===== src/plic_cfg_pkg.sv =====
//////////////////////////////////////////////////////////////////////
// Interrupt controller sizing constants and shared source, target
// and priority types
//////////////////////////////////////////////////////////////////////

package plic_cfg_pkg;

  // Source 0 is reserved and means "no interrupt"
  localparam int NumSrc    = 8;
  localparam int NumTarget = 2;

  // Priority 0 never interrupts
  localparam int MaxPrio   = 7;
  localparam int PrioW     = $clog2(MaxPrio + 1);
  localparam int SrcW      = $clog2(NumSrc);

  // Per-source types
  typedef logic [NumSrc-1:0] src_vec_t;
  typedef logic [PrioW-1:0]  prio_t;
  typedef logic [SrcW-1:0]   src_id_t;
  typedef prio_t [NumSrc-1:0] prio_arr_t;

  // Per-target types
  typedef logic [NumTarget-1:0]     tgt_vec_t;
  typedef src_id_t [NumTarget-1:0]  tgt_id_arr_t;
  typedef prio_t [NumTarget-1:0]    tgt_prio_arr_t;
  typedef src_vec_t [NumTarget-1:0] tgt_src_arr_t;

endpackage


===== src/plic_reg_pkg.sv =====
//////////////////////////////////////////////////////////////////////
// Register bus request/response structs, register map offsets and
// the register-to-hardware struct
//////////////////////////////////////////////////////////////////////

package plic_reg_pkg;

  //////////////////////////////////////////////////////////////////////
  // Bus structs
  //////////////////////////////////////////////////////////////////////

  // Request, valid for a single cycle
  typedef struct packed {
    logic        valid;
    logic        write;
    logic [11:0] addr;
    logic [31:0] wdata;
  } reg_req_t;

  // Response, same cycle as the request
  typedef struct packed {
    logic        ready;
    logic        error;
    logic [31:0] rdata;
  } reg_rsp_t;

  //////////////////////////////////////////////////////////////////////
  // Register map
  //////////////////////////////////////////////////////////////////////

  // One priority word per source
  localparam logic [11:0] PrioBase        = 12'h000;
  // Pending bits, read only
  localparam logic [11:0] IpOffset        = 12'h080;
  // 1 selects edge detection
  localparam logic [11:0] LeOffset        = 12'h084;
  // Per-target blocks
  localparam logic [11:0] TargetBase      = 12'h100;
  localparam logic [11:0] TargetStride    = 12'h010;
  localparam logic [11:0] IeOffset        = 12'h000;
  localparam logic [11:0] ThresholdOffset = 12'h004;
  localparam logic [11:0] CcOffset        = 12'h008;
  localparam logic [11:0] MsipOffset      = 12'h00C;

  // Configuration and strobes towards the interrupt logic
  typedef struct packed {
    plic_cfg_pkg::prio_arr_t     prio;
    plic_cfg_pkg::src_vec_t      le;
    plic_cfg_pkg::tgt_src_arr_t  ie;
    plic_cfg_pkg::tgt_prio_arr_t threshold;
    plic_cfg_pkg::tgt_vec_t      msip;
    plic_cfg_pkg::tgt_vec_t      claim_re;
    plic_cfg_pkg::tgt_vec_t      complete_we;
    plic_cfg_pkg::tgt_id_arr_t   complete_id;
  } reg2hw_t;

endpackage


===== src/plic_gateway.sv =====
//////////////////////////////////////////////////////////////////////
// Interrupt gateway with level/edge detection, pending bits and
// in-service locks per source
//////////////////////////////////////////////////////////////////////

`timescale 1ns/1ps

module plic_gateway (
  input  logic                   clk_i,
  input  logic                   rst_i,

  // Raw sources and detection mode, 0 level 1 edge
  input  plic_cfg_pkg::src_vec_t src_i,
  input  plic_cfg_pkg::src_vec_t le_i,

  // One-hot strobes from the claim/complete register
  input  plic_cfg_pkg::src_vec_t claim_i,
  input  plic_cfg_pkg::src_vec_t complete_i,

  output plic_cfg_pkg::src_vec_t ip_o
);

  import plic_cfg_pkg::*;

  src_vec_t src_q;
  src_vec_t set;
  src_vec_t ip_q;
  src_vec_t ia_q;

  // Previous source level for edge detection
  always_ff @(posedge clk_i) begin
    if (rst_i) begin
      src_q <= '0;
    end else begin
      src_q <= src_i;
    end
  end

  // Level sources request while high, edge sources on a rising edge
  assign set = (le_i & src_i & ~src_q) | (~le_i & src_i);

  // Pending and in-service state
  // Requests during service are dropped, no edge counter
  always_ff @(posedge clk_i) begin
    if (rst_i) begin
      ip_q <= '0;
      ia_q <= '0;
    end else begin
      // Claim wins over a new request in the same cycle
      ip_q <= (ip_q | (set & ~ia_q)) & ~claim_i;
      // Complete releases the lock
      ia_q <= (ia_q | claim_i) & ~complete_i;
    end
  end

  assign ip_o = ip_q;

  // Software claims only what a target could have reported
  claim_pending_a : assert property (
    @(posedge clk_i) disable iff (rst_i)
    (claim_i & ~ip_q) == '0
  );

endmodule


===== src/plic_regs.sv =====
//////////////////////////////////////////////////////////////////////
// Register block with bus decode, configuration registers, read mux
// and claim/complete strobes
//////////////////////////////////////////////////////////////////////

`timescale 1ns/1ps

module plic_regs #(
  parameter type reg_req_t = plic_reg_pkg::reg_req_t,
  parameter type reg_rsp_t = plic_reg_pkg::reg_rsp_t
) (
  input  logic                      clk_i,
  input  logic                      rst_i,

  // Register bus, answered in the request cycle
  input  reg_req_t                  reg_req_i,
  output reg_rsp_t                  reg_rsp_o,

  // Status from the interrupt logic
  input  plic_cfg_pkg::src_vec_t    ip_i,
  input  plic_cfg_pkg::tgt_id_arr_t cc_id_i,

  output plic_reg_pkg::reg2hw_t     reg2hw_o
);

  import plic_cfg_pkg::*;
  import plic_reg_pkg::*;

  // Byte address of a register inside a target block
  function automatic logic [11:0] tgt_addr(int t, logic [11:0] off);
    return TargetBase + 12'(t) * TargetStride + off;
  endfunction

  // Configuration state
  prio_arr_t     prio_q;
  src_vec_t      le_q;
  tgt_src_arr_t  ie_q;
  tgt_prio_arr_t thr_q;
  tgt_vec_t      msip_q;

  // Decode results
  logic          wr;
  logic          rd;
  logic          hit;
  logic [31:0]   rdata;
  src_vec_t      prio_we;
  logic          le_we;
  tgt_vec_t      ie_we;
  tgt_vec_t      thr_we;
  tgt_vec_t      msip_we;
  tgt_vec_t      claim_re;
  tgt_vec_t      complete_we;

  assign wr = reg_req_i.valid & reg_req_i.write;
  assign rd = reg_req_i.valid & ~reg_req_i.write;

  //////////////////////////////////////////////////////////////////////
  // Address decode and read mux
  //////////////////////////////////////////////////////////////////////

  always_comb begin
    hit         = 1'b0;
    rdata       = '0;
    prio_we     = '0;
    le_we       = 1'b0;
    ie_we       = '0;
    thr_we      = '0;
    msip_we     = '0;
    claim_re    = '0;
    complete_we = '0;
    if (reg_req_i.valid) begin
      // Priorities, word per source
      for (int s = 0; s < NumSrc; s++) begin
        if (reg_req_i.addr == PrioBase + 12'(4 * s)) begin
          hit        = 1'b1;
          rdata      = 32'(prio_q[s]);
          prio_we[s] = wr;
        end
      end
      // Pending is read only, writes dropped quietly
      if (reg_req_i.addr == IpOffset) begin
        hit   = 1'b1;
        rdata = 32'(ip_i);
      end
      if (reg_req_i.addr == LeOffset) begin
        hit   = 1'b1;
        rdata = 32'(le_q);
        le_we = wr;
      end
      // Target blocks
      for (int t = 0; t < NumTarget; t++) begin
        if (reg_req_i.addr == tgt_addr(t, IeOffset)) begin
          hit      = 1'b1;
          rdata    = 32'(ie_q[t]);
          ie_we[t] = wr;
        end
        if (reg_req_i.addr == tgt_addr(t, ThresholdOffset)) begin
          hit       = 1'b1;
          rdata     = 32'(thr_q[t]);
          thr_we[t] = wr;
        end
        // Read claims the current winner, write completes an ID
        if (reg_req_i.addr == tgt_addr(t, CcOffset)) begin
          hit            = 1'b1;
          rdata          = 32'(cc_id_i[t]);
          claim_re[t]    = rd;
          complete_we[t] = wr;
        end
        if (reg_req_i.addr == tgt_addr(t, MsipOffset)) begin
          hit        = 1'b1;
          rdata      = 32'(msip_q[t]);
          msip_we[t] = wr;
        end
      end
    end
  end

  // Response
  always_comb begin
    reg_rsp_o       = '0;
    reg_rsp_o.ready = 1'b1;
    reg_rsp_o.error = reg_req_i.valid & ~hit;
    reg_rsp_o.rdata = rdata;
  end

  //////////////////////////////////////////////////////////////////////
  // Configuration registers
  //////////////////////////////////////////////////////////////////////

  always_ff @(posedge clk_i) begin
    if (rst_i) begin
      prio_q <= '0;
      le_q   <= '0;
      ie_q   <= '0;
      thr_q  <= '0;
      msip_q <= '0;
    end else begin
      // Source 0 priority stays at zero
      for (int s = 1; s < NumSrc; s++) begin
        if (prio_we[s]) begin
          prio_q[s] <= reg_req_i.wdata[PrioW-1:0];
        end
      end
      if (le_we) begin
        le_q <= reg_req_i.wdata[NumSrc-1:0];
      end
      for (int t = 0; t < NumTarget; t++) begin
        // Enable of source 0 stays at zero
        if (ie_we[t]) begin
          ie_q[t] <= {reg_req_i.wdata[NumSrc-1:1], 1'b0};
        end
        if (thr_we[t]) begin
          thr_q[t] <= reg_req_i.wdata[PrioW-1:0];
        end
        if (msip_we[t]) begin
          msip_q[t] <= reg_req_i.wdata[0];
        end
      end
    end
  end

  // Towards the interrupt logic
  always_comb begin
    reg2hw_o.prio        = prio_q;
    reg2hw_o.le          = le_q;
    reg2hw_o.ie          = ie_q;
    reg2hw_o.threshold   = thr_q;
    reg2hw_o.msip        = msip_q;
    reg2hw_o.claim_re    = claim_re;
    reg2hw_o.complete_we = complete_we;
    // Completed ID from write data, qualified by the strobe
    for (int t = 0; t < NumTarget; t++) begin
      reg2hw_o.complete_id[t] = reg_req_i.wdata[SrcW-1:0];
    end
  end

  // Strobes only come from a live bus request
  strobe_needs_req_a : assert property (
    @(posedge clk_i) disable iff (rst_i)
    !reg_req_i.valid |-> (reg2hw_o.claim_re == '0) && (reg2hw_o.complete_we == '0)
  );

endmodule


===== src/plic_target.sv =====
//////////////////////////////////////////////////////////////////////
// Interrupt target with priority selection over pending and enabled
// sources against a threshold
//////////////////////////////////////////////////////////////////////

`timescale 1ns/1ps

module plic_target (
  input  logic                    clk_i,
  input  logic                    rst_i,

  // Pending bits from the gateway and this target's enables
  input  plic_cfg_pkg::src_vec_t  ip_i,
  input  plic_cfg_pkg::src_vec_t  ie_i,

  // Shared priorities and this target's threshold
  input  plic_cfg_pkg::prio_arr_t prio_i,
  input  plic_cfg_pkg::prio_t     threshold_i,

  output logic                    irq_o,
  output plic_cfg_pkg::src_id_t   irq_id_o
);

  import plic_cfg_pkg::*;

  src_vec_t active;
  prio_t    best_prio;
  src_id_t  best_id;

  // Candidates
  assign active = ip_i & ie_i;

  //////////////////////////////////////////////////////////////////////
  // Winner selection
  //////////////////////////////////////////////////////////////////////

  // Strict compare keeps the lowest ID on a tie
  // Start at 0 so priority 0 never wins
  always_comb begin
    best_prio = '0;
    best_id   = '0;
    // Source 0 is reserved
    for (int s = 1; s < NumSrc; s++) begin
      if (active[s] && (prio_i[s] > best_prio)) begin
        best_prio = prio_i[s];
        best_id   = SrcW'(s);
      end
    end
  end

  //////////////////////////////////////////////////////////////////////
  // Output registers
  //////////////////////////////////////////////////////////////////////

  // ID shows the winner even when the threshold masks it
  always_ff @(posedge clk_i) begin
    if (rst_i) begin
      irq_o    <= 1'b0;
      irq_id_o <= '0;
    end else begin
      irq_o    <= (best_prio > threshold_i);
      irq_id_o <= best_id;
    end
  end

  // A raised interrupt always names a real source
  irq_has_id_a : assert property (
    @(posedge clk_i) disable iff (rst_i)
    irq_o |-> (irq_id_o != '0)
  );

endmodule


===== src/plic_top.sv =====
//////////////////////////////////////////////////////////////////////
// Interrupt controller top with register block, gateway and targets
//////////////////////////////////////////////////////////////////////

`timescale 1ns/1ps

module plic_top (
  input  logic                      clk_i,
  input  logic                      rst_i,

  // Register bus
  input  plic_reg_pkg::reg_req_t    reg_req_i,
  output plic_reg_pkg::reg_rsp_t    reg_rsp_o,

  // Interrupt sources, bit 0 tied low
  input  plic_cfg_pkg::src_vec_t    intr_src_i,

  // Per-target notification
  output plic_cfg_pkg::tgt_vec_t    irq_o,
  output plic_cfg_pkg::tgt_id_arr_t irq_id_o,
  output plic_cfg_pkg::tgt_vec_t    msip_o
);

  import plic_cfg_pkg::*;
  import plic_reg_pkg::*;

  reg2hw_t  reg2hw;
  src_vec_t ip;
  src_vec_t claim;
  src_vec_t complete;

  //////////////////////////////////////////////////////////////////////
  // Claim/complete conversion
  //////////////////////////////////////////////////////////////////////

  // Claim takes the ID the target currently shows
  always_comb begin
    claim = '0;
    for (int t = 0; t < NumTarget; t++) begin
      if (reg2hw.claim_re[t]) begin
        claim[irq_id_o[t]] = 1'b1;
      end
    end
    // ID 0 means nothing to claim
    claim[0] = 1'b0;
  end

  // Complete takes the ID written by software
  always_comb begin
    complete = '0;
    for (int t = 0; t < NumTarget; t++) begin
      if (reg2hw.complete_we[t]) begin
        complete[reg2hw.complete_id[t]] = 1'b1;
      end
    end
    complete[0] = 1'b0;
  end

  // Software interrupts straight from the register
  assign msip_o = reg2hw.msip;

  //////////////////////////////////////////////////////////////////////
  // Instances
  //////////////////////////////////////////////////////////////////////

  plic_regs #(
    .reg_req_t (reg_req_t),
    .reg_rsp_t (reg_rsp_t)
  ) plic_regs_i (
    .clk_i     (clk_i),
    .rst_i     (rst_i),
    .reg_req_i (reg_req_i),
    .reg_rsp_o (reg_rsp_o),
    .ip_i      (ip),
    .cc_id_i   (irq_id_o),
    .reg2hw_o  (reg2hw)
  );

  plic_gateway plic_gateway_i (
    .clk_i      (clk_i),
    .rst_i      (rst_i),
    .src_i      (intr_src_i),
    .le_i       (reg2hw.le),
    .claim_i    (claim),
    .complete_i (complete),
    .ip_o       (ip)
  );

  // One selector per target over the shared pending bits
  for (genvar t = 0; t < NumTarget; t++) begin : gen_target
    plic_target plic_target_i (
      .clk_i       (clk_i),
      .rst_i       (rst_i),
      .ip_i        (ip),
      .ie_i        (reg2hw.ie[t]),
      .prio_i      (reg2hw.prio),
      .threshold_i (reg2hw.threshold[t]),
      .irq_o       (irq_o[t]),
      .irq_id_o    (irq_id_o[t])
    );
  end

  // At most one target claims or completes per bus access
  claim_onehot_a : assert property (
    @(posedge clk_i) disable iff (rst_i) $onehot0(reg2hw.claim_re)
  );
  complete_onehot_a : assert property (
    @(posedge clk_i) disable iff (rst_i) $onehot0(reg2hw.complete_we)
  );

  // Reserved source stays quiet
  src0_tied_m : assume property (
    @(posedge clk_i) disable iff (rst_i) intr_src_i[0] == 1'b0
  );

endmodule

===== config.mk =====
export PLATFORM = sky130hd
export DESIGN_NAME = plic_top
export DESIGN_NICKNAME = d
export VERILOG_FILES = /design/src/plic_cfg_pkg.sv /design/src/plic_reg_pkg.sv /design/src/plic_gateway.sv /design/src/plic_regs.sv /design/src/plic_target.sv /design/src/plic_top.sv
export SDC_FILE = /design/constraint.sdc
export NUM_CORES = 1
export LEC_CHECK = 0
export ABC_CLOCK_PERIOD_IN_PS = 12700
export BUFFER_PORTS_ARGS = -buffer_cell sky130_fd_sc_hd__buf_2
export CAP_MARGIN = 20
export CORE_MARGIN = 2
export CORE_UTILIZATION = 35
export CTS_BUF_LIST = sky130_fd_sc_hd__clkbuf_8
export CTS_CLUSTER_DIAMETER = 30
export DETAILED_ROUTE_END_ITERATION = 10
export GPL_TIMING_DRIVEN = 0
export SLEW_MARGIN = 10
export SYNTH_ARGS = -nofsm -noshare
export SYNTH_HDL_FRONTEND = slang
export SYNTH_HIERARCHICAL = 1
export SYNTH_SLANG_ARGS = --single-unit

===== constraint.sdc =====
create_clock -name clk_i -period 12.7 [get_ports clk_i]
set_clock_uncertainty 0.1 [all_clocks]
set_input_delay 1.905 -clock clk_i [delete_from_list [all_inputs] [get_ports clk_i]]
set_output_delay 1.905 -clock clk_i [all_outputs]
set_load 0.02 [all_outputs]

==> results of run 1 <==
## registers in the layout, summed over array words and instances, names as in the netlist
name	flops
gen_target.plic_target_i/irq_id_o	6
gen_target.plic_target_i/irq_o	2
plic_regs_i/le_q	8
plic_regs_i/reg2hw_o	41
plic_gateway_i/ip_o	8
plic_gateway_i/ia_q	8
plic_gateway_i/src_q	8
plic_regs_i/msip_q	2
## layout make-up
| class | count | area (µm²) |
|---|---|---|
| clock inverter | 5 | 55.1 |
| timing repair buffer | 50 | 250 |
| fill | 1957 | 11200 |
| buffer | 65 | 407 |
| multi-input combinational | 697 | 4490 |
| tap | 234 | 293 |
| sequential | 83 | 1660 |
| inverter | 42 | 158 |
| clock buffer | 10 | 138 |
## tightest hold or removal path, delay by kind of cell (launching register included)
| kind | cells | cell delay [ns] |
|---|---|---|
| DFF | 1 | 0.33 |
| and+or+nand+nor | 1 | 0.06 |
| AOI/OAI and AO/OA | 1 | 0.05 |
## routing by layer
| metal | wire length (µm) | share of wire (%) | global-route usage, % | vias to the layer above |
|---|---|---|---|---|
| li1 | - | - | - | 3276 |
| met5 | 0 | 0 | 0 | - |
| met3 | 1440 | 6.7 | 3.54 | 34 |
| met4 | 420 | 1.9 | 7.32 | 0 |
| met1 | 9640 | 45 | 28.5 | 3143 |
| met2 | 10100 | 47 | 35.7 | 265 |
## where the power goes
part | switching, mW | internal [mW]
sequential | 0.00421 | 0.263
combinational | 0.0371 | 0.0196
clock | 0.0999 | 0.0945
total | 0.141 | 0.377
## metrics by stage
stage / power (mW) / utilization [%] / hold slack, ns / cells / area (µm²)
floorplan: 0.309 / - / 0.349 / 887 / 6710
global placement: 0.329 / 38.9 / 0.362 / 1171 / 7250
detailed placement: 0.329 / 38.9 / 0.369 / 1171 / 7250
CTS: 0.522 / 39.9 / 0.382 / 1186 / 7450
global route: 0.538 / 39.9 / 0.393 / 1186 / 7450
finish: 0.519 / 39.9 / 0.382 / 1186 / 7450
## placed cells by master (no fill, tap or decap), types with 12 or more instances in the layout
cell type	instances
buf_4	31
nor3_1	17
inv_1	43
o21ai_0	28
a21oi_1	90
dfxtp_1	83
a21o_1	12
nor3_2	18
conb_1	28
nor2_1	64
o22ai_1	19
a31oi_1	13
nand2b_1	22
buf_2	57
nor2b_1	14
nand3_1	57
ha_1	32
nand2_1	101
clkbuf_1	20
## worst max-delay path by stage
stage | slack [ns] | cells after the start | end | startpoint
after CTS | 1.90 | 48 | gen_target[0].plic_target_i/irq_o | plic_gateway_i/ip_o[1]
after global placement | 2.01 | 48 | gen_target[0].plic_target_i/irq_o | plic_gateway_i/ip_o[1]
after detailed placement | 1.93 | 48 | gen_target[0].plic_target_i/irq_o | plic_gateway_i/ip_o[1]
after floorplan | 3.45 | 48 | gen_target[0].plic_target_i/irq_o | plic_gateway_i/ip_o[1]
final | 1.93 | 48 | gen_target[0].plic_target_i/irq_o | plic_gateway_i/ip_o[1]
after global routing | 1.02 | 48 | gen_target[0].plic_target_i/irq_o | plic_gateway_i/ip_o[1]
==> impl_results.rst, run 1 <==
.. list-table::
   :header-rows: 1

   * - Metric
     - Value
   * - Run status
     - finished clean
   * - Worst slew slack as a fraction of its limit
     - between 30% and 40%
   * - Worst slack after detailed placement
     - about 1.9 ns
   * - Detail Route Antenna Nets
     - 0
   * - Number of remaining DRC errors
     - 0
   * - Port buffer count
     - 50
   * - CTS clock-pin slew for the worst setup and hold paths
     - 0.09 ns
   * - WHS Endpoint
     - plic_regs_i/le_q[2]
   * - Worst Hold Launch
     - plic_regs_i/le_q[2]
   * - Critical Path Fanout Max
     - 10
   * - Mean instance size in the synthesized netlist
     - roughly 7.7 µm²
   * - Register-to-Register Setup Slack
     - 1.93 ns
   * - Number of max-cap violations
     - 0
   * - Clk root buf
     - clkbuf_8
   * - Via/cell ratio
     - approximately 5.7
   * - Worst R2R Start
     - plic_gateway_i/ip_o[1]
   * - Most prevalent standard cell on the critical path
     - ha_1
   * - Diode insertion count for antenna repair
     - 0
   * - Area of the die
     - between 20000 and 25000 µm²
   * - Number of sinks driven by the clock tree
     - 83
   * - Slew Limit Fails
     - 0
   * - Slew at the pin with the worst max-slew slack
     - ~0.93 ns
   * - Via count
     - 6718
   * - Required time of the critical path
     - between 10 and 15 ns
   * - DRC violation total after the first TritonRoute iteration
     - 559
   * - Die Span X
     - approximately 140 µm
   * - Final hold violation count
     - 0
   * - Final setup TNS
     - 0 ns
   * - Detailed-routing iteration count for the pre-antenna-repair pass
     - 5
   * - Number of nets in the finished design
     - between 1000 and 1500
   * - Total CTS buffers
     - 9
   * - Effective utilization at floorplan
     - 35.5%
   * - Path depth of the worst reg2reg path
     - 48
   * - Worst min-delay path category
     - flop to flop
   * - H-Tree Depth
     - 3
   * - P_leak
     - 2.71 nW
   * - Crit-path leading delay family
     - compound AO/OA/AOI/OAI gates
   * - Max incr delay on CP
     - approximately 0.55 ns
   * - Number of endpoints failing setup at the final stage
     - 0
   * - Critical path's slowest cell
     - dfxtp_1
   * - Insertion delay to the later sink of the worst-skew pair
     - roughly 0.37 ns
   * - Sort of element at the end of the critical path
     - flop
   * - Wire length of the first global-routing pass
     - around 34 mm
   * - Number of instances resized during post-cts repair
     - 0
   * - Number of setup buffers added after CTS
     - 0
   * - Unrepaired setup endpoints after global routing
     - false
   * - Clock tree from TritonCTS
     - built
   * - PnR worst setup slack
     - 1.93 ns
   * - CP bufs+invs
     - 4
   * - Number of global-route vias before repair
     - 6216
   * - Final cycle utilization of the critical path
     - 84.8%
   * - Antenna violations before repair
     - 0
   * - Reg-to-Reg End
     - gen_target[0].plic_target_i/irq_o
   * - Element type at the critical path start
     - flop
   * - Max Clk Rate
     - approximately 0.093 GHz
   * - Maximum ir drop on the vdd rail
     - ~0.063 mV
   * - Layout cells sized above 1
     - a little under a fifth
   * - Final routed wirelength across all metal layers
     - about 22 mm
   * - Cell Area, Synth
     - about 6600 µm²
   * - Buffer levels on the longest clock path
     - 2
   * - Global placement routability congestion
     - between 0.9 and 1
   * - Total half-perimeter wirelength after legalization and detailed placement
     - approximately 17 mm
   * - Number of placement rows
     - 50
   * - Number of hold buffers added after cts
     - 0
   * - Growth of design area from synthesis to finish
     - 12.5%
   * - Ports
     - 100
   * - CP arrival
     - between 10 and 15 ns
   * - Die Height
     - approximately 140 µm
   * - Overall global routing resource usage
     - between 20% and 30%
   * - Worst Setup Path Type
     - flop to flop
   * - Pin count of the biggest net entering global routing
     - 15
   * - Cells after Synth
     - between 800 and 900
   * - Final worst path period need
     - between 10 and 15 ns
   * - Number of warnings issued by yosys
     - 6
   * - Number of instances on the worst hold path
     - 2
   * - GR Overflow Total
     - 0
   * - Core Box Area
     - around 19000 µm²
   * - Pwr per Cell Area
     - ~70 nW/µm²
   * - Routed wire length per instance
     - 18.2 µm
No activity file was read; power rests on OpenSTA's default activity.
==> run 2, diff against run 1 <==
--- a/config.mk
+++ b/config.mk
@@ -5,7 +5,7 @@
 export SDC_FILE = /design/constraint.sdc
 export NUM_CORES = 1
 export LEC_CHECK = 0
-export ABC_CLOCK_PERIOD_IN_PS = 12700
+export ABC_CLOCK_PERIOD_IN_PS = 11100
 export BUFFER_PORTS_ARGS = -buffer_cell sky130_fd_sc_hd__buf_2
 export CAP_MARGIN = 20
 export CORE_MARGIN = 2
==> constraint.sdc (replaced) <==
create_clock -name clk_i -period 11.1 [get_ports clk_i]
set_clock_uncertainty 0.1 [all_clocks]
set_input_delay 1.665 -clock clk_i [delete_from_list [all_inputs] [get_ports clk_i]]
set_output_delay 1.665 -clock clk_i [all_outputs]
set_load 0.02 [all_outputs]
==> impl_results.rst, run 2 (synthesis results as in run 1) <==
.. list-table::
   :header-rows: 1

   * - Metric
     - Value
   * - Wire length of the first global-routing pass
     - 33.8 mm (unchanged)
   * - Global placement routability congestion
     - 0.908 (unchanged)
   * - Number of endpoints failing setup at the final stage
     - 0 (unchanged)
   * - Die Height
     - 142 µm (unchanged)
   * - Slew at the pin with the worst max-slew slack
     - 0.902 ns (was 0.932 ns)
   * - Ports
     - 100 (unchanged)
   * - Unrepaired setup endpoints after global routing
     - false (unchanged)
   * - Worst min-delay path category
     - flop to flop (unchanged)
   * - Element type at the critical path start
     - flop (unchanged)
   * - Layout cells sized above 1
     - 18.6% (was 18.1%)
   * - Worst R2R Start
     - plic_regs_i/reg2hw_o[19] (was plic_gateway_i/ip_o[1])
   * - Worst slew slack as a fraction of its limit
     - 39.7% (was 37.6%)
   * - H-Tree Depth
     - 3 (unchanged)
   * - Commonest cells after routing, fill and taps aside
     - nand2_1, a21oi_1, dfxtp_1 (unchanged)
   * - Number of nets in the finished design
     - 1036 (unchanged)
   * - Effective utilization at floorplan
     - 35.5% (unchanged)
   * - Growth of design area from synthesis to finish
     - 13.0% (was 12.5%)
   * - Final routed wirelength across all metal layers
     - 21.6 mm (about the same)
   * - Worst Setup Path Type
     - flop to flop (unchanged)
   * - Register-to-Register Setup Slack
     - 0.79 ns (was 1.93 ns)
   * - Detailed-routing iteration count for the pre-antenna-repair pass
     - 5 (unchanged)
   * - Worst hold-check slack
     - 0.382 ns (about the same)
   * - Flip-flop count of the largest register after layout
     - 41 (unchanged)
   * - Die Span X
     - 142 µm (unchanged)
   * - Most frequent standard cell in the layout excluding fill and tap cells
     - nand2_1 (unchanged)
   * - P_leak
     - 2.71 nW (about the same)
   * - Slew Limit Fails
     - 0 (unchanged)
   * - Number of max-cap violations
     - 0 (unchanged)
   * - Number of placement rows
     - 50 (unchanged)
   * - Routed wire length per instance
     - 18.2 µm (about the same)
   * - Critical Path Fanout Max
     - 8 (was 10)
   * - Total area of multi-input combinational cells
     - 4520 µm² (was 4490 µm²)
   * - Number of sinks driven by the clock tree
     - 83 (unchanged)
   * - Maximum ir drop on the vdd rail
     - 0.0721 mV (was 0.0631 mV)
   * - Via count
     - 6767 (was 6718)
   * - CTS clock-pin slew for the worst setup and hold paths
     - 0.09 ns (about the same)
   * - Number of remaining DRC errors
     - 0 (unchanged)
   * - Antenna violations before repair
     - 0 (unchanged)
   * - Total CTS buffers
     - 9 (unchanged)
   * - Port buffer count
     - 50 (unchanged)
   * - Worst Hold Launch
     - plic_regs_i/le_q[7] (was plic_regs_i/le_q[2])
   * - Sort of element at the end of the critical path
     - flop (unchanged)
   * - Sequential cell area
     - 1660 µm² (about the same)
   * - Detail Route Antenna Nets
     - 0 (unchanged)
   * - Max incr delay on CP
     - 0.53 ns (was 0.55 ns)
   * - Number of setup buffers added after CTS
     - 0 (unchanged)
   * - Total half-perimeter wirelength after legalization and detailed placement
     - 16.7 mm (unchanged)
   * - Area of the die
     - 20000 µm² (unchanged)
   * - Core Box Area
     - 18600 µm² (unchanged)
   * - Final cycle utilization of the critical path
     - 92.9% (was 84.8%)
   * - Post-route total power
     - 0.593 mW (was 0.519 mW)
   * - Required time of the critical path
     - 11.24 ns (was 12.84 ns)
   * - Clock tree from TritonCTS
     - built (unchanged)
   * - Critical path's slowest cell
     - dfxtp_1 (unchanged)
   * - Pin count of the biggest net entering global routing
     - 15 (unchanged)
   * - Final setup TNS
     - 0 ns (unchanged)
   * - Via/cell ratio
     - 5.71 (was 5.66)
   * - CP arrival
     - 10.45 ns (was 10.91 ns)
   * - Run status
     - finished clean (unchanged)
   * - Diode insertion count for antenna repair
     - 0 (unchanged)
   * - Number of inserted filler cells in the final layout
     - 1956 (was 1957)
   * - Max Clk Rate
     - 0.0970 GHz (was 0.0928 GHz)
   * - Clk root buf
     - clkbuf_8 (unchanged)
   * - Number of global-route vias before repair
     - 6216 (unchanged)
   * - Buffer levels on the longest clock path
     - 2 (unchanged)
   * - Final worst path period need
     - 10.31 ns (was 10.77 ns)
   * - Most prevalent standard cell on the critical path
     - ha_1 (unchanged)
   * - Pwr per Cell Area
     - 79.3 nW/µm² (was 69.6 nW/µm²)
   * - Insertion delay to the later sink of the worst-skew pair
     - 0.37 ns (about the same)
   * - Overall global routing resource usage
     - 21.5% (unchanged)
   * - Launch point of the critical path
     - plic_regs_i/reg2hw_o[19] (was plic_gateway_i/ip_o[1])
   * - GR Overflow Total
     - 0 (unchanged)
   * - DRC violation total after the first TritonRoute iteration
     - 603 (was 559)
   * - Final hold violation count
     - 0 (unchanged)
[run 2: cell counts in the layout (fill, tap and decap cells not counted)]
Identical to the previous run, type by type.
[run 2: stage by stage]
step                util, %  instances  worst slack [ns]  cell area (µm²)
floorplan                 -        887              1.85             6710
global placement       38.9       1171             0.407             7250
detailed placement     38.9       1171             0.335             7250
CTS                    39.9       1186             0.298             7450
global route           40.1       1186            0.0430             7480
finish                 40.1       1186             0.791             7480
[run 2: per-layer routing]
metal,part of all wire [%],track usage (%)
met5,0,0
met4,2.2,7.32
met3,6.8,3.54
met2,46,35.7
met1,45,28.5
[run 2: critical path: cells and delay by family, from the launching register on]
family	cells	cell delay, ns
buffers and inverters	4	0.23
AND/OR/NAND/NOR	17	2.95
AO/OA/AOI/OAI	19	4.03
multiplexers	1	0.31
flip-flops	1	0.53
adder cells (fa/ha/maj)	7	2.04
[run 2: layout make-up]
class | count | share of cell area [%]
Multi-Input combinational cell | 697 | 60.4
Clock buffer | 10 | 1.84
Sequential cell | 83 | 22.2
Buffer | 65 | 5.44
Timing Repair Buffer | 50 | 3.35
Inverter | 42 | 2.11
Tap cell | 234 | 3.91
Clock inverter | 5 | 0.736
[run 2: path summary, 6_finish.rpt]
kind                                            end  cells past startpoint
setup / recovery  gen_target[0].plic_target_i/irq_o                     48
hold / removal                  plic_regs_i/le_q[7]                      2
setup reg to reg  gen_target[0].plic_target_i/irq_o                     48
hold reg to reg                 plic_regs_i/le_q[7]                      2
[run 2: power breakdown]
group | switching [mW] | leakage (nW) | internal [mW] | total, mW
logic | 0.0424 | 1.94 | 0.0225 | 0.0649
clock network | 0.114 | 0.0995 | 0.108 | 0.222
registers | 0.00494 | 0.673 | 0.301 | 0.306
[run 2: timing repair]
action | in CTS | in global routing
resized for setup | 0 | 6
hold buffers | 0 | 0
endpoints found under the setup margin | 0 | 2
hold endpoints to repair | 0 | 0
==> run 3, diff against run 2 <==
--- a/config.mk
+++ b/config.mk
@@ -5,11 +5,11 @@
 export SDC_FILE = /design/constraint.sdc
 export NUM_CORES = 1
 export LEC_CHECK = 0
-export ABC_CLOCK_PERIOD_IN_PS = 11100
+export ABC_CLOCK_PERIOD_IN_PS = 9170
 export BUFFER_PORTS_ARGS = -buffer_cell sky130_fd_sc_hd__buf_2
 export CAP_MARGIN = 20
 export CORE_MARGIN = 2
-export CORE_UTILIZATION = 35
+export CORE_UTILIZATION = 41
 export CTS_BUF_LIST = sky130_fd_sc_hd__clkbuf_8
 export CTS_CLUSTER_DIAMETER = 30
 export DETAILED_ROUTE_END_ITERATION = 10
==> constraint.sdc (replaced) <==
create_clock -name clk_i -period 9.17 [get_ports clk_i]
set_clock_uncertainty 0.1 [all_clocks]
set_input_delay 1.3755 -clock clk_i [delete_from_list [all_inputs] [get_ports clk_i]]
set_output_delay 1.3755 -clock clk_i [all_outputs]
set_load 0.02 [all_outputs]
==> impl_results.rst, run 3 (synthesis results as in run 1) <==
.. list-table::
   :header-rows: 1

   * - Metric
     - Value
   * - Run status
     - finished clean (unchanged)
   * - Diode insertion count for antenna repair
     - 0 (unchanged)
   * - Max Clk Rate
     - 0.110 GHz (was 0.0970 GHz)
   * - Clock tree from TritonCTS
     - built (unchanged)
   * - CP arrival
     - 9.25 ns (was 10.45 ns)
   * - Comb power frac
     - 11.3% (was 10.9%)
   * - DRC violation total after the first TritonRoute iteration
     - 540 (was 603)
   * - Worst slew slack as a fraction of its limit
     - 39.9% (was 39.7%)
   * - Max incr delay on CP
     - 0.51 ns (was 0.53 ns)
   * - Cell Count Post-Placement
     - 1153 (was 1171)
   * - Effective utilization at floorplan
     - 41.8% (was 35.5%)
   * - Die Span X
     - 131 µm (was 142 µm)
   * - Ports
     - 100 (unchanged)
   * - Global placement routability congestion
     - 0.953 (was 0.908)
   * - Clk root buf
     - clkbuf_8 (unchanged)
   * - Critical path's slowest cell
     - or4_4 (was dfxtp_1)
   * - Die Height
     - 131 µm (was 142 µm)
   * - Crit-path leading delay family
     - compound AO/OA/AOI/OAI gates (unchanged)
   * - Critical Path Fanout Max
     - 6 (was 8)
   * - Utilization of the core after routing
     - 52.6% (was 40.1%)
   * - Number of endpoints failing setup at the final stage
     - 0 (unchanged)
   * - Antenna violations before repair
     - 0 (unchanged)
   * - Routed wire length per instance
     - 18.7 µm (was 18.2 µm)
   * - Portion of total power attributed to sequential cells
     - 51.9% (was 51.6%)
   * - Core Box Area
     - 15800 µm² (was 18600 µm²)
   * - Number of standard cells in the final layout excluding fillers
     - 1220 (was 1186)
   * - Number of placement rows
     - 46 (was 50)
   * - Layout cells sized above 1
     - 29.2% (was 18.6%)
   * - Slew Limit Fails
     - 0 (unchanged)
   * - Final hold violation count
     - 0 (unchanged)
   * - Insertion delay to the later sink of the worst-skew pair
     - 0.38 ns (was 0.37 ns)
   * - Wire length of the first global-routing pass
     - 34.7 mm (was 33.8 mm)
   * - Via count
     - 7027 (was 6767)
   * - GR Overflow Total
     - 0 (unchanged)
   * - Number of nets in the finished design
     - 1087 (was 1036)
   * - Final worst path period need
     - 9.10 ns (was 10.31 ns)
   * - Via/cell ratio
     - 5.76 (was 5.71)
   * - Number of inserted filler cells in the final layout
     - 1523 (was 1956)
   * - PnR worst setup slack
     - 0.0684 ns (was 0.791 ns)
   * - Growth of design area from synthesis to finish
     - 25.9% (was 13.0%)
   * - Unrepaired setup endpoints after global routing
     - true (was false)
   * - Port buffer count
     - 50 (unchanged)
   * - H-Tree Depth
     - 3 (unchanged)
   * - Final routed wirelength across all metal layers
     - 22.8 mm (was 21.6 mm)
   * - Detail Route Antenna Nets
     - 0 (unchanged)
   * - Area of the die
     - 17200 µm² (was 20000 µm²)
   * - Switching part of the total power
     - 29.1% (was 27.2%)
   * - Number of sinks driven by the clock tree
     - 83 (unchanged)
   * - Flip-flop count of the largest register after layout
     - 41 (unchanged)
   * - Total CTS buffers
     - 9 (unchanged)
   * - Number of global-route vias before repair
     - 6456 (was 6216)
   * - Slew at the pin with the worst max-slew slack
     - 0.898 ns (was 0.902 ns)
   * - Number of max-cap violations
     - 0 (unchanged)
   * - Pin count of the biggest net entering global routing
     - 15 (unchanged)
   * - Worst Setup Path Type
     - flop to flop (unchanged)
   * - Buffer levels on the longest clock path
     - 2 (unchanged)
   * - Worst min-delay path category
     - flop to flop (unchanged)
   * - Commonest cells after routing, fill and taps aside
     - nand2_1, a21oi_1, dfxtp_1 (unchanged)
   * - Number of remaining DRC errors
     - 0 (unchanged)
   * - CP bufs+invs
     - 4 (unchanged)
   * - Total area of multi-input combinational cells
     - 4980 µm² (was 4520 µm²)
   * - Most prevalent standard cell on the critical path
     - ha_4 (was ha_1)
   * - Sequential cell area
     - 1680 µm² (was 1660 µm²)
   * - Maximum ir drop on the vdd rail
     - 0.0945 mV (was 0.0721 mV)
   * - Detailed-routing iteration count for the pre-antenna-repair pass
     - 5 (unchanged)
   * - Overall global routing resource usage
     - 26.5% (was 21.5%)
   * - Most frequent standard cell in the layout excluding fill and tap cells
     - nand2_1 (unchanged)
   * - Sort of element at the end of the critical path
     - flop (unchanged)
   * - Total half-perimeter wirelength after legalization and detailed placement
     - 16.5 mm (was 16.7 mm)
   * - CTS clock-pin slew for the worst setup and hold paths
     - 0.09 ns (about the same)
   * - Cell internal pwr
     - 0.506 mW (was 0.432 mW)
   * - Final cycle utilization of the critical path
     - 99.3% (was 92.9%)
   * - Net load switching power
     - 0.208 mW (was 0.161 mW)
   * - Clock network fraction of design power
     - 36.8% (was 37.5%)
   * - Required time of the critical path
     - 9.32 ns (was 11.24 ns)
   * - Worst slack after detailed placement
     - -1.46 ns (was 0.335 ns)
   * - Pwr per Cell Area
     - 85.6 nW/µm² (was 79.3 nW/µm²)
   * - Element type at the critical path start
     - flop (unchanged)
   * - P_leak
     - 3.04 nW (was 2.71 nW)
## run 3: changes by cell type in the layout (fill, tap and decap cells not counted), sizes merged
cell	change
clkinv	-1
clkinvlp	+2
clkbuf	+1
buf	+51
bufinv	-1
## run 3: worst reg2reg max path, delay by kind of cell, from the launching register on
family	cells	cell delay [ns]
AO/OA/AOI/OAI	19	3.40
adder cells (fa/ha/maj)	7	1.80
multiplexers	2	0.65
flip-flops	1	0.41
buffers and inverters	4	0.39
AND/OR/NAND/NOR	15	2.22
## run 3: final cells by class
type	instances	share of cell area [%]
inverter	42	1.89
multi-input combinational	697	59.8
sequential	83	20.1
clock inverter	5	0.436
buffer	65	4.88
tap	216	3.24
clock buffer	11	1.82
timing repair buffer	101	7.83
## run 3: timing repair
item / in CTS / in global routing
hold buffers: 0 / 0
gates resized for setup: 55 / 54
endpoints found under the setup margin: 8 / 4
pin swaps: 23 / 55
buffers inserted: 26 / 25
## run 3: layer usage
layer	share of wire (%)	GRT usage, %
met5	0	0
met4	2.8	9.07
met2	48	45.0
met1	41	33.3
met3	8.3	5.62
## run 3: per-stage QoR
stage               power (mW)  instance area, µm²  TNS, ns  hold WS [ns]
floorplan                0.428                6720        0         0.349
global placement         0.455                7240    -5.39         0.362
detailed placement       0.455                7240    -5.82         0.366
CTS                      0.717                7890        0         0.379
global route             0.739                8330   -0.512         0.398
finish                   0.713                8330        0         0.382
## run 3: power by group through the flow
stage | Combinational [mW] | Clock (mW) | Sequential (mW)
2_1_floorplan | 0.0522 | 0 | 0.376
4_1_cts | 0.0785 | 0.268 | 0.370
3_3_place_gp | 0.0764 | 0 | 0.379
3_5_place_dp | 0.0766 | 0 | 0.379
6_report | 0.0805 | 0.263 | 0.370
5_1_grt | 0.0868 | 0.281 | 0.371
## run 3: final timing paths
| check | from | end | slack (ns) | cells after the start |
|---|---|---|---|---|
| min reg2reg | plic_regs_i/le_q[6] | plic_regs_i/le_q[6] | 0.38 | 2 |
| max reg2reg | plic_gateway_i/ip_o[1] | gen_target[0].plic_target_i/irq_o | 0.07 | 47 |
| max | plic_gateway_i/ip_o[1] | gen_target[0].plic_target_i/irq_o | 0.07 | 47 |
| min | plic_regs_i/le_q[6] | plic_regs_i/le_q[6] | 0.38 | 2 |
